`config.mk`:
```
export PLATFORM = sky130hd
export DESIGN_NAME = cu_stream_top
export DESIGN_NICKNAME = d
export VERILOG_FILES = /design/src/source/stream_cu_pkg.sv /design/src/source/stream_mem_pkg.sv /design/src/source/stream_sync_fifo.sv /design/src/source/stream_request_intake.sv /design/src/source/stream_command_engine.sv /design/src/source/cu_stream_top.sv
export VERILOG_INCLUDE_DIRS = /design/src /design/src/source
export SDC_FILE = /design/constraint.sdc
export NUM_CORES = 2
export LEC_CHECK = 0
export CORE_MARGIN = 1.5
export CORE_UTILIZATION = 50
export DETAILED_ROUTE_END_ITERATION = 10
export DONT_BUFFER_PORTS = 1
export PLACE_DENSITY = 0.72
export SLEW_MARGIN = 10
export SYNTH_ARGS = -nofsm -noshare
export SYNTH_HDL_FRONTEND = slang
export SYNTH_HIERARCHICAL = 1
export SYNTH_SLANG_ARGS = --single-unit
```
`constraint.sdc`:
```
create_clock -name ap_clk -period 9.1 [get_ports ap_clk]
set_clock_uncertainty 0.2 [all_clocks]
set_input_delay 0 -clock ap_clk [delete_from_list [all_inputs] [get_ports ap_clk]]
set_output_delay 0 -clock ap_clk [all_outputs]
set_load 0.1 [all_outputs]
```
`src/source/stream_params.svh`:
```
// ----------------------------------------------------------------------
// Widths, depths and thresholds of the stream compute unit
// STREAM_FIFO_DEPTH must be a power of two
// STREAM_CREDIT_W must hold STREAM_WTBUF_CREDITS
// ----------------------------------------------------------------------
`ifndef STREAM_PARAMS_SVH
`define STREAM_PARAMS_SVH

// Memory side word and address
`define STREAM_ADDR_W 32
`define STREAM_DATA_W 32
`define STREAM_STRB_W 4

// Engine packet fields
`define STREAM_OFFSET_W 16
`define STREAM_ID_W 8

// Request and response FIFO geometry
`define STREAM_FIFO_DEPTH 16
`define STREAM_PROG_THRESH 12

// Writes allowed while the write buffer still holds data
`define STREAM_WTBUF_CREDITS 4
`define STREAM_CREDIT_W 3

`endif

```
`src/source/stream_cu_pkg.sv`:
```
// ----------------------------------------------------------------------
// Engine side types: descriptor, packets, FIFO flags, command FSM
// Response packets travel through the FIFO without their valid bit
// ----------------------------------------------------------------------
`include "stream_params.svh"

package stream_cu_pkg;

  // Packet command
  typedef enum logic [1:0] {
    CMD_MEM_READ  = 2'd0,
    CMD_MEM_WRITE = 2'd1
  } stream_cmd_e;

  // Kernel descriptor, base address of the working buffer
  typedef struct packed {
    logic                      valid;
    logic [`STREAM_ADDR_W-1:0] base_addr;
  } kernel_descriptor_t;

  // Request packet from the engine, offset counts data words
  typedef struct packed {
    logic                        valid;
    stream_cmd_e                 cmd;
    logic [`STREAM_ID_W-1:0]     id;
    logic [`STREAM_OFFSET_W-1:0] offset;
    logic [`STREAM_DATA_W-1:0]   data;
  } mem_packet_req_t;

  // Response packet back to the engine
  typedef struct packed {
    logic                      valid;
    stream_cmd_e               cmd;
    logic [`STREAM_ID_W-1:0]   id;
    logic [`STREAM_DATA_W-1:0] data;
  } mem_packet_rsp_t;

  // Response FIFO entry, the packet minus valid
  localparam int RSP_ENTRY_W = $bits(mem_packet_rsp_t) - 1;

  // FIFO flags
  typedef struct packed {
    logic full;
    logic empty;
    logic prog_full;
  } fifo_status_t;

  // Command FSM
  typedef enum logic [1:0] {
    STREAM_CMD_RESET,
    STREAM_CMD_READY,
    STREAM_CMD_READ,
    STREAM_CMD_WRITE
  } stream_cmd_state_e;

endpackage : stream_cu_pkg

```
`src/source/stream_mem_pkg.sv`:
```
// ----------------------------------------------------------------------
// Memory port request and response types
// cmd and id ride along as metadata, the memory may ignore them
// ----------------------------------------------------------------------
`include "stream_params.svh"

package stream_mem_pkg;
  import stream_cu_pkg::*;

  // Request FIFO entry, the memory request minus valid
  typedef struct packed {
    logic [`STREAM_ADDR_W-1:0] addr;
    logic [`STREAM_DATA_W-1:0] wdata;
    logic [`STREAM_STRB_W-1:0] wstrb;
    stream_cmd_e               cmd;
    logic [`STREAM_ID_W-1:0]   id;
  } mem_req_entry_t;

  // Memory request as seen on the port
  typedef struct packed {
    logic                      valid;
    logic [`STREAM_ADDR_W-1:0] addr;
    logic [`STREAM_DATA_W-1:0] wdata;
    logic [`STREAM_STRB_W-1:0] wstrb;
    stream_cmd_e               cmd;
    logic [`STREAM_ID_W-1:0]   id;
  } mem_req_t;

  // Memory response, ready is a level and rvalid ends a read
  typedef struct packed {
    logic [`STREAM_DATA_W-1:0] rdata;
    logic                      rvalid;
    logic                      ready;
  } mem_rsp_t;

endpackage : stream_mem_pkg

```
`src/source/stream_sync_fifo.sv`:
```
// ----------------------------------------------------------------------
// Synchronous FIFO, first word falls through to dout_o
// Depth and programmable-full threshold come from the params header
// Writes when full and reads when empty are dropped
// ----------------------------------------------------------------------
`timescale 1ns/100ps
`include "stream_params.svh"

module stream_sync_fifo import stream_cu_pkg::*; #(
  parameter int WIDTH = 32
) (
  input  logic             ap_clk,
  input  logic             areset_control,
  input  logic             wr_en_i,
  input  logic [WIDTH-1:0] din_i,
  input  logic             rd_en_i,
  output logic [WIDTH-1:0] dout_o,
  output fifo_status_t     status_o
);

  localparam int DEPTH = `STREAM_FIFO_DEPTH;
  localparam int PTR_W = $clog2(DEPTH);
  localparam int CNT_W = $clog2(DEPTH + 1);

  logic [WIDTH-1:0] mem [DEPTH];
  logic [PTR_W-1:0] wr_ptr;
  logic [PTR_W-1:0] rd_ptr;
  logic [CNT_W-1:0] count;
  logic             wr_ok;
  logic             rd_ok;

  // Guarded strobes
  assign wr_ok = wr_en_i & ~status_o.full;
  assign rd_ok = rd_en_i & ~status_o.empty;

  // ----------------------------------------------------------------------
  // Storage
  // ----------------------------------------------------------------------
  always_ff @(posedge ap_clk) begin
    if (wr_ok) begin
      mem[wr_ptr] <= din_i;
    end
  end

  // Head word, no read latency
  assign dout_o = mem[rd_ptr];

  // ----------------------------------------------------------------------
  // Pointers and occupancy
  // ----------------------------------------------------------------------
  always_ff @(posedge ap_clk) begin
    if (areset_control) begin
      wr_ptr <= '0;
      rd_ptr <= '0;
      count  <= '0;
    end else begin
      // Pointers wrap on the power-of-two depth
      if (wr_ok) begin
        wr_ptr <= wr_ptr + 1'b1;
      end
      if (rd_ok) begin
        rd_ptr <= rd_ptr + 1'b1;
      end
      case ({wr_ok, rd_ok})
        2'b10:   count <= count + 1'b1;
        2'b01:   count <= count - 1'b1;
        default: count <= count;
      endcase
    end
  end

  // Flags straight off the count
  assign status_o.full      = (count == CNT_W'(DEPTH));
  assign status_o.empty     = (count == '0);
  assign status_o.prog_full = (count >= CNT_W'(`STREAM_PROG_THRESH));

  // Upstream must honour the flags
  assert property (@(posedge ap_clk) disable iff (areset_control)
    wr_en_i |-> !status_o.full)
    else $error("stream_sync_fifo: write while full");

  assert property (@(posedge ap_clk) disable iff (areset_control)
    rd_en_i |-> !status_o.empty)
    else $error("stream_sync_fifo: read while empty");

endmodule : stream_sync_fifo

```
`src/source/stream_request_intake.sv`:
```
// ----------------------------------------------------------------------
// Descriptor latch and two-stage request pipeline
// Address is base plus word offset times 4 and strobes are zero on reads
// A packet reaches req_push_o two cycles after request_i
// ----------------------------------------------------------------------
`timescale 1ns/100ps
`include "stream_params.svh"

module stream_request_intake import stream_cu_pkg::*, stream_mem_pkg::*; (
  input  logic               ap_clk,
  input  logic               areset_control,
  input  kernel_descriptor_t descriptor_i,
  input  mem_packet_req_t    request_i,
  output logic               req_push_o,
  output mem_req_entry_t     req_entry_o
);

  localparam int PAD_W = `STREAM_ADDR_W - `STREAM_OFFSET_W - 2;

  logic [`STREAM_ADDR_W-1:0] base_q;
  mem_packet_req_t           req_s1;
  logic [`STREAM_ADDR_W-1:0] byte_offset;

  // ----------------------------------------------------------------------
  // Base address held until the next valid descriptor
  // ----------------------------------------------------------------------
  always_ff @(posedge ap_clk) begin
    if (areset_control) begin
      base_q <= '0;
    end else if (descriptor_i.valid) begin
      base_q <= descriptor_i.base_addr;
    end
  end

  // ----------------------------------------------------------------------
  // Stage 1 holds the raw packet
  // ----------------------------------------------------------------------
  always_ff @(posedge ap_clk) begin
    if (areset_control) begin
      req_s1.valid <= 1'b0;
    end else begin
      req_s1 <= request_i;
    end
  end

  // Word offset to byte offset
  assign byte_offset = {{PAD_W{1'b0}}, req_s1.offset, 2'b00};

  // ----------------------------------------------------------------------
  // Stage 2 maps the packet to a memory request
  // ----------------------------------------------------------------------
  always_ff @(posedge ap_clk) begin
    if (areset_control) begin
      req_push_o <= 1'b0;
    end else begin
      req_push_o <= req_s1.valid;
    end
  end

  always_ff @(posedge ap_clk) begin
    req_entry_o.addr  <= base_q + byte_offset;
    req_entry_o.wdata <= req_s1.data;
    // All lanes on a write and none on a read
    req_entry_o.wstrb <= {`STREAM_STRB_W{req_s1.cmd == CMD_MEM_WRITE}};
    req_entry_o.cmd   <= req_s1.cmd;
    req_entry_o.id    <= req_s1.id;
  end

endmodule : stream_request_intake

```
`src/source/stream_command_engine.sv`:
```
// ----------------------------------------------------------------------
// Command FSM, one memory request in flight at a time
// Reads wait for rvalid, writes take one cycle
// Memory must keep ready high while a request is valid
// ----------------------------------------------------------------------
`timescale 1ns/100ps
`include "stream_params.svh"

module stream_command_engine import stream_cu_pkg::*, stream_mem_pkg::*; (
  input  logic            ap_clk,
  input  logic            areset_control,
  input  logic            desc_valid_i,
  input  mem_req_entry_t  req_head_i,
  input  fifo_status_t    req_status_i,
  input  fifo_status_t    rsp_status_i,
  input  mem_rsp_t        mem_rsp_i,
  input  logic            wtb_empty_i,
  output mem_req_t        mem_req_o,
  output logic            req_pop_o,
  output logic            rsp_push_o,
  output mem_packet_rsp_t rsp_packet_o
);

  localparam logic [`STREAM_CREDIT_W-1:0] CREDITS = `STREAM_WTBUF_CREDITS;

  stream_cmd_state_e            state_q;
  stream_cmd_state_e            state_d;
  logic [`STREAM_CREDIT_W-1:0] credit_q;
  logic                         head_ok;
  logic                         read_go;
  logic                         write_go;
  logic                         write_issue;

  // ----------------------------------------------------------------------
  // Issue conditions
  // ----------------------------------------------------------------------
  // Head present, room for the response, memory idle, descriptor known
  assign head_ok = mem_rsp_i.ready & ~req_status_i.empty & ~rsp_status_i.prog_full
                   & desc_valid_i;
  assign read_go = head_ok & (req_head_i.cmd == CMD_MEM_READ);
  // Writes also need a credit or a drained write buffer
  assign write_go = head_ok & (req_head_i.cmd == CMD_MEM_WRITE)
                    & ((credit_q != '0) | wtb_empty_i);

  // ----------------------------------------------------------------------
  // State machine
  // ----------------------------------------------------------------------
  always_ff @(posedge ap_clk) begin
    if (areset_control) begin
      state_q <= STREAM_CMD_RESET;
    end else begin
      state_q <= state_d;
    end
  end

  always_comb begin
    state_d = state_q;
    case (state_q)
      STREAM_CMD_RESET: state_d = STREAM_CMD_READY;
      STREAM_CMD_READY: begin
        if (read_go) begin
          state_d = STREAM_CMD_READ;
        end else if (write_go) begin
          state_d = STREAM_CMD_WRITE;
        end
      end
      STREAM_CMD_READ: begin
        // Variable latency, rvalid closes it
        if (mem_rsp_i.rvalid) begin
          state_d = STREAM_CMD_READY;
        end
      end
      STREAM_CMD_WRITE: state_d = STREAM_CMD_READY;
      default:          state_d = STREAM_CMD_RESET;
    endcase
  end

  assign write_issue = (state_q == STREAM_CMD_WRITE);

  // ----------------------------------------------------------------------
  // Memory request and FIFO strobes
  // ----------------------------------------------------------------------
  always_comb begin
    mem_req_o.valid = write_issue | ((state_q == STREAM_CMD_READ) & ~mem_rsp_i.rvalid);
    mem_req_o.addr  = req_head_i.addr;
    mem_req_o.wdata = req_head_i.wdata;
    mem_req_o.wstrb = req_head_i.wstrb;
    mem_req_o.cmd   = req_head_i.cmd;
    mem_req_o.id    = req_head_i.id;
  end

  // Pop and push together, once per finished command
  assign req_pop_o  = write_issue | ((state_q == STREAM_CMD_READ) & mem_rsp_i.rvalid);
  assign rsp_push_o = req_pop_o;

  // Response echoes the head, data from memory on reads
  always_comb begin
    rsp_packet_o.valid = rsp_push_o;
    rsp_packet_o.cmd   = req_head_i.cmd;
    rsp_packet_o.id    = req_head_i.id;
    if (req_head_i.cmd == CMD_MEM_READ) begin
      rsp_packet_o.data = mem_rsp_i.rdata;
    end else begin
      rsp_packet_o.data = req_head_i.wdata;
    end
  end

  // ----------------------------------------------------------------------
  // Write buffer credits
  // ----------------------------------------------------------------------
  always_ff @(posedge ap_clk) begin
    if (areset_control) begin
      credit_q <= CREDITS;
    end else if (wtb_empty_i) begin
      // Drained buffer refills the pool, minus a write going out now
      credit_q <= CREDITS - {{(`STREAM_CREDIT_W-1){1'b0}}, write_issue};
    end else if (write_issue) begin
      credit_q <= credit_q - 1'b1;
    end
  end

  // Memory side contract
  assert property (@(posedge ap_clk) disable iff (areset_control)
    mem_req_o.valid |-> mem_rsp_i.ready)
    else $error("stream_command_engine: request without ready");

  // Issue decision a cycle earlier must have left a credit
  assert property (@(posedge ap_clk) disable iff (areset_control)
    write_issue |-> (credit_q != '0) || wtb_empty_i)
    else $error("stream_command_engine: write credit underflow");

endmodule : stream_command_engine

```
`src/source/cu_stream_top.sv`:
```
// ----------------------------------------------------------------------
// Stream compute unit top level
// Request source must stop while request_status_o.prog_full is high
// response_o lags the pop strobe by two cycles, done_o by two cycles
// ----------------------------------------------------------------------
`timescale 1ns/100ps

module cu_stream_top import stream_cu_pkg::*, stream_mem_pkg::*; (
  input  logic               ap_clk,
  input  logic               areset_control,
  input  kernel_descriptor_t descriptor_i,
  input  mem_packet_req_t    request_i,
  output fifo_status_t       request_status_o,
  input  logic               response_pop_i,
  output mem_packet_rsp_t    response_o,
  output fifo_status_t       response_status_o,
  output mem_req_t           mem_req_o,
  input  mem_rsp_t           mem_rsp_i,
  input  logic               wtb_empty_i,
  output logic               done_o
);

  localparam int REQ_ENTRY_W = $bits(mem_req_entry_t);
  localparam fifo_status_t STATUS_EMPTY = '{full: 1'b0, empty: 1'b1, prog_full: 1'b0};

  logic                   desc_valid_q;
  logic                   req_push;
  mem_req_entry_t         req_entry;
  mem_req_entry_t         req_head;
  fifo_status_t           req_status;
  logic                   req_pop;
  logic                   rsp_push;
  mem_packet_rsp_t        rsp_packet;
  logic [RSP_ENTRY_W-1:0] rsp_dout;
  fifo_status_t           rsp_status;
  logic                   pop_q;
  logic                   idle;
  logic                   idle_q;

  // Descriptor seen at least once
  always_ff @(posedge ap_clk) begin
    if (areset_control) begin
      desc_valid_q <= 1'b0;
    end else begin
      desc_valid_q <= desc_valid_q | descriptor_i.valid;
    end
  end

  stream_request_intake stream_request_intake_inst (
    .ap_clk        (ap_clk),
    .areset_control(areset_control),
    .descriptor_i  (descriptor_i),
    .request_i     (request_i),
    .req_push_o    (req_push),
    .req_entry_o   (req_entry)
  );

  // ----------------------------------------------------------------------
  // Request and response FIFOs
  // ----------------------------------------------------------------------
  stream_sync_fifo #(.WIDTH(REQ_ENTRY_W)) req_fifo_inst (
    .ap_clk        (ap_clk),
    .areset_control(areset_control),
    .wr_en_i       (req_push),
    .din_i         (req_entry),
    .rd_en_i       (req_pop),
    .dout_o        (req_head),
    .status_o      (req_status)
  );

  // Valid bit dropped on entry, rebuilt from empty on exit
  stream_sync_fifo #(.WIDTH(RSP_ENTRY_W)) rsp_fifo_inst (
    .ap_clk        (ap_clk),
    .areset_control(areset_control),
    .wr_en_i       (rsp_push),
    .din_i         (rsp_packet[RSP_ENTRY_W-1:0]),
    .rd_en_i       (pop_q & ~rsp_status.empty),
    .dout_o        (rsp_dout),
    .status_o      (rsp_status)
  );

  stream_command_engine stream_command_engine_inst (
    .ap_clk        (ap_clk),
    .areset_control(areset_control),
    .desc_valid_i  (desc_valid_q),
    .req_head_i    (req_head),
    .req_status_i  (req_status),
    .rsp_status_i  (rsp_status),
    .mem_rsp_i     (mem_rsp_i),
    .wtb_empty_i   (wtb_empty_i),
    .mem_req_o     (mem_req_o),
    .req_pop_o     (req_pop),
    .rsp_push_o    (rsp_push),
    .rsp_packet_o  (rsp_packet)
  );

  // ----------------------------------------------------------------------
  // Output registers and done
  // ----------------------------------------------------------------------
  // Nothing queued, memory idle, write buffer drained
  assign idle = req_status.empty & rsp_status.empty & mem_rsp_i.ready & wtb_empty_i;

  always_ff @(posedge ap_clk) begin
    if (areset_control) begin
      pop_q             <= 1'b0;
      idle_q            <= 1'b0;
      done_o            <= 1'b0;
      response_o.valid  <= 1'b0;
      request_status_o  <= STATUS_EMPTY;
      response_status_o <= STATUS_EMPTY;
    end else begin
      pop_q             <= response_pop_i;
      idle_q            <= idle;
      done_o            <= idle_q;
      response_o        <= mem_packet_rsp_t'({~rsp_status.empty, rsp_dout});
      request_status_o  <= req_status;
      response_status_o <= rsp_status;
    end
  end

endmodule : cu_stream_top

```
Word-level counts from Yosys, hierarchy flattened
Memories as Yosys holds them, arrays and structs flattened. A register that Yosys moved wholly into a read port is not among the register bits.
Index checks and enable logic that the tools add are counted.
Widths: inputs -> output; s select.

operators by class
  equality and inequality tests = 13
  reduce and logical (&&, ||, !) cells = 11
  bitwise logic cells = 26
  mux-type cells = 15
  $lt $le $gt $ge = 2
  $add $sub $neg = 11

operators with widths
  cell                 number
  $add 32x18->32       1
  $mux 32              1
  $pmux 5 s2           2
  $add 4x1->4 const B  4
  $and 1x1->1          16
  $add 5x1->5 const B  2
  $eq 2x1->1 const B   5
  $eq 5x5->1 const B   2
  $ge 5x4->1 const B   2
  $logic_not 5->1      2
  $sub 5x1->5 const B  2
  $eq 2x2->1 const B   4
  $mux 4               2
  $mux 2               3
  $mux 3               2
  $not 1->1            6
  $pmux 2 s3           1
  $reduce_bool 2->1    3
  $logic_not 2->1      2
  $mux 1               4
  $or 1x1->1           4
  $ne 3x1->1 const B   1
  $reduce_bool 3->1    1
  $sub 3x1->3 const A  1
  other kinds (5)      5

word-level totals
  input bits = 130
  flip-flop bits (word level) = 209
  RAM bits = 1,920
  memories kept = 2
  word-level logic and storage cells = 111

memories
  name               words  width  rd ports  clocked after memory_dff  wr ports  line                    RTL
  req_fifo_inst.mem  16     78     1         1                         1         stream_sync_fifo.sv:25  logic [WIDTH-1:0] mem [DEPTH];
  rsp_fifo_inst.mem  16     42     1         1                         1         stream_sync_fifo.sv:25

Depth between registers and ports, before layout
  depth after elaboration = 10
  mapped depth = 15
  depth with buffers taken out = 12

Cells and area by module
The synthesis kept the hierarchy.

by module, submodules not included
  module                            instances  cells an instance  area each (µm²)  sequential area each (µm²)
  stream_sync_fifo (req_fifo_inst)  1          2,031              47,589.4         37,816.3
  stream_sync_fifo (rsp_fifo_inst)  1          1,155              26,141.3         20,519.7
  stream_request_intake             1          391                5,546.6          3,923.8
  cu_stream_top                     1          69                 1,574.0          1,481.4
  stream_command_engine             1          157                1,352.5          100.1

Worst setup path after synthesis
OpenSTA, ideal clock, no wires.

  path type = register to register
  start point = reg req_fifo_inst.count[2]
  end point = mem req_fifo_inst/mem[0][0] (netlist bit), enable pin
  cell stages (with the launch flop) = 7
  slack = 2.034 ns
  arrival = 6.256 ns
  setup time = 0.610 ns
  path buffers = 2
  data required time = 8.290 ns
  clock period less this slack = 7.066 ns
  cell sequence = dfxtp_1 -> buf_2 -> or4_4 -> buf_6 -> o21a_4 -> nand2_1 -> nor3_1

on the way
  longest elaborated chain between the ends = 5

ends and longest elaborated chain
  item                          line                    RTL
  start, declared               stream_sync_fifo.sv:28  logic [CNT_W-1:0] count;
  start signal, assigned        stream_sync_fifo.sv:65  2'b10: count <= count + 1'b1;
  start signal, assigned        stream_sync_fifo.sv:66  2'b01: count <= count - 1'b1;
  start signal, assigned        stream_sync_fifo.sv:67  default: count <= count;
  $eq 5x5->1                    stream_sync_fifo.sv:73  assign status_o.full = (count == CNT_W'(DEPTH));
  $not 1->1                     stream_sync_fifo.sv:33  assign wr_ok = wr_en_i & ~status_o.full;
  $and 1x1->1                   stream_sync_fifo.sv:33
  $mux 1                        stream_sync_fifo.sv:40  if (wr_ok) begin
  $mux 1 (implied by the code)  stream_sync_fifo.sv:41  mem[wr_ptr] <= din_i;
  end, declared                 stream_sync_fifo.sv:25

Every way passes these cells.

==> flow_summary.toml <==
[power_and_ir_drop]
p_per_area_mw_per_mm2 = 218
p_leak_nw = 29.9
total_power_w = 0.0205
irDropWorstVdd_uv = 215

[die]
start_util_pct = 50.4
die_w_um = 408
die_h_um = 408
io_pins = 259
std_cell_rows = 148
design.core.area_mm2 = 0.163
die_area_mm2 = 0.167

[status]
status = "completed"

[clock_network]
cts_tree = "yes"
cts_max_level = 4
cts.sinks = 2179
cts_buffers = 210
ctsResizeCount = 0
clock_tree.buffer_depth = 3
cts.clk_slew.worst_paths_ns = 0.06
clock_latency_ns = 0.85
postCtsSetupBuffers = 0
cts_root_buffer = "clkbuf_16"

[detailed_routing]
drc = 0
wire_per_inst_um = 28.9
wl_um = 187000
final_antenna_net_count = 0
vias_per_cell = 6.01
firstDrtPassIters = 7
vias = 38900
drt_iter0_drc = 3906

[critical_path]
path_max_fanout = 81
crit_end = "mem_req_o[67]"
cp.required_ns = 8.90
regToRegSetupSlack_ns = 3.54
cp.arrival_ns = 5.39
critPathLaunchType = "flop"
rr_endpoint = "rsp_fifo_inst/mem[14][1]"
rr_worst_depth = 9
worstSetupPathType = "reg2out"
endpoint_kind = "output pin"

[layout]
layout.cells.non_filler = 6469
final_nets = 4271
finalInstanceArea_mm2 = 0.0942
syn_to_final_growth_pct = 14.7
fillers = 11500
post-route-util_pct = 57.8
layout-drive-gt1-share_pct = 23.5

[timing]
max_freq_mhz = 179
setup_violations = 0
final-max-slew-violation-count = 0
tightest_slew_ns = 1.18
post-route-period-util_pct = 61.4
tns_ns = 0
finalHoldViolations = 0
layout_min_cycle_time_ns = 5.59
rsz0062_at_grt = "false"
relSlewSlack_pct = 21.1

[synth]
syn_area_mm2 = 0.0822
syn-instance-count = 3802
syn_nets = 3967
avgSynthCellArea_um2 = 21.6
yosysWarnings = 6

[global_routing]
grt_pass1_wl_um = 273000
grt_use_total_pct = 22.5
antenna_found_initial = 9
grt_max_degree = 138
overflow = 0
grt_pass1_vias = 39700

[placed_design]
numPortBuffers = 0
dp.cells = 5779
post_dp_cell_area_mm2 = 0.0843
place_congestion = 0.745
dp_hpwl_um = 95400

[hold_path]
hold_path.class = "in2reg"
holdCritStartpoint = "mem_rsp_i[31]"

[flow_run]
max_cap_violations = 0
-- worst min-delay path by stage --
stage,end,cells after the start
6_report,rsp_fifo_inst/mem[9][29],2
3_3_place_gp,desc_valid_q,1
5_1_grt,rsp_fifo_inst/mem[9][3],2
2_1_floorplan,stream_command_engine_inst/credit_q[0],1
4_1_cts,rsp_fifo_inst/mem[9][3],2
3_5_place_dp,request_status_o[2],1
-- state kept, by name (all words and copies together), names as in the netlist, 5 cells and up, named ones only --
register,count
req_fifo_inst/count,5
stream_request_intake_inst/req_entry_o,75
stream_request_intake_inst/base_q,32
stream_request_intake_inst/req_s1,43
rsp_fifo_inst/count,5
stream_request_intake_inst/byte_offset,16
rsp_fifo_inst/mem,672
response_o,43
req_fifo_inst/mem,1248
-- cell type report --
cell class                 count  area (µm²)  area share [%]
antenna                        4        10.0          0.0106
clock buffer                 272        5680            6.03
clock inverter               124        1340            1.42
inverter                      28         106           0.113
multi-input combinational   1308       16800            17.9
sequential                  2179       63900            67.8
tap                         2175        2720            2.89
timing repair buffer         379        3700            3.93
-- cell usage in the layout (no fill, tap or decap), drive strengths merged, types with 19 or more instances in the layout --
cell,count
dfxtp,159
clkbuf,272
a21oi,19
xor2,29
nor2b,19
clkinv,79
mux2i,38
nand2,148
mux2,34
a22oi,240
nor2,117
mux4,480
edfxtp,2020
bufinv,20
dlygate4sd3,287
inv,40
buf,92
ha,34
-- metal layers --
metal	share of wire, %	track usage [%]	up-vias	wire length (µm)
li1	-	-	16300	-
met1	39	30.4	20700	73900
met4	2.2	6.15	2	4120
met5	0.0069	0	-	13
met3	7.6	3.90	253	14300
met2	51	38.1	1656	94900
-- worst max-delay path: stages, from the launching register on --
cell     delay (ns)
dfxtp_4        0.94
buf_12         0.53
buf_4          0.73
buf_4          0.54
mux4_2         0.58
a22oi_1        0.23
nand2_1        0.67
-- per-stage QoR --
| step | hold slack [ns] | setup WS (ns) |
|---|---|---|
| 2_1_floorplan | -0.128 | 2.03 |
| 3_3_place_gp | -0.121 | 4.18 |
| 3_5_place_dp | -0.119 | 4.19 |
| 4_1_cts | 0.00425 | 3.30 |
| 5_1_grt | 0.0687 | 3.04 |
| 6_report | 0.0669 | 3.51 |
-- where the power goes --
group	leakage, nW	switching [W]	total, W	internal (W)
registers	19.6	0.000220	0.0113	0.0111
clock network	3.40	0.00373	0.00874	0.00500
logic	6.84	0.000288	0.000449	0.000161
-- repair_timing --
| action | in CTS | in global routing |
|---|---|---|
| hold buffers | 290 | 0 |
| setup endpoints to repair | 0 | 0 |
| hold endpoints to repair | 727 | 0 |
No activity file was read; power rests on OpenSTA's default activity.
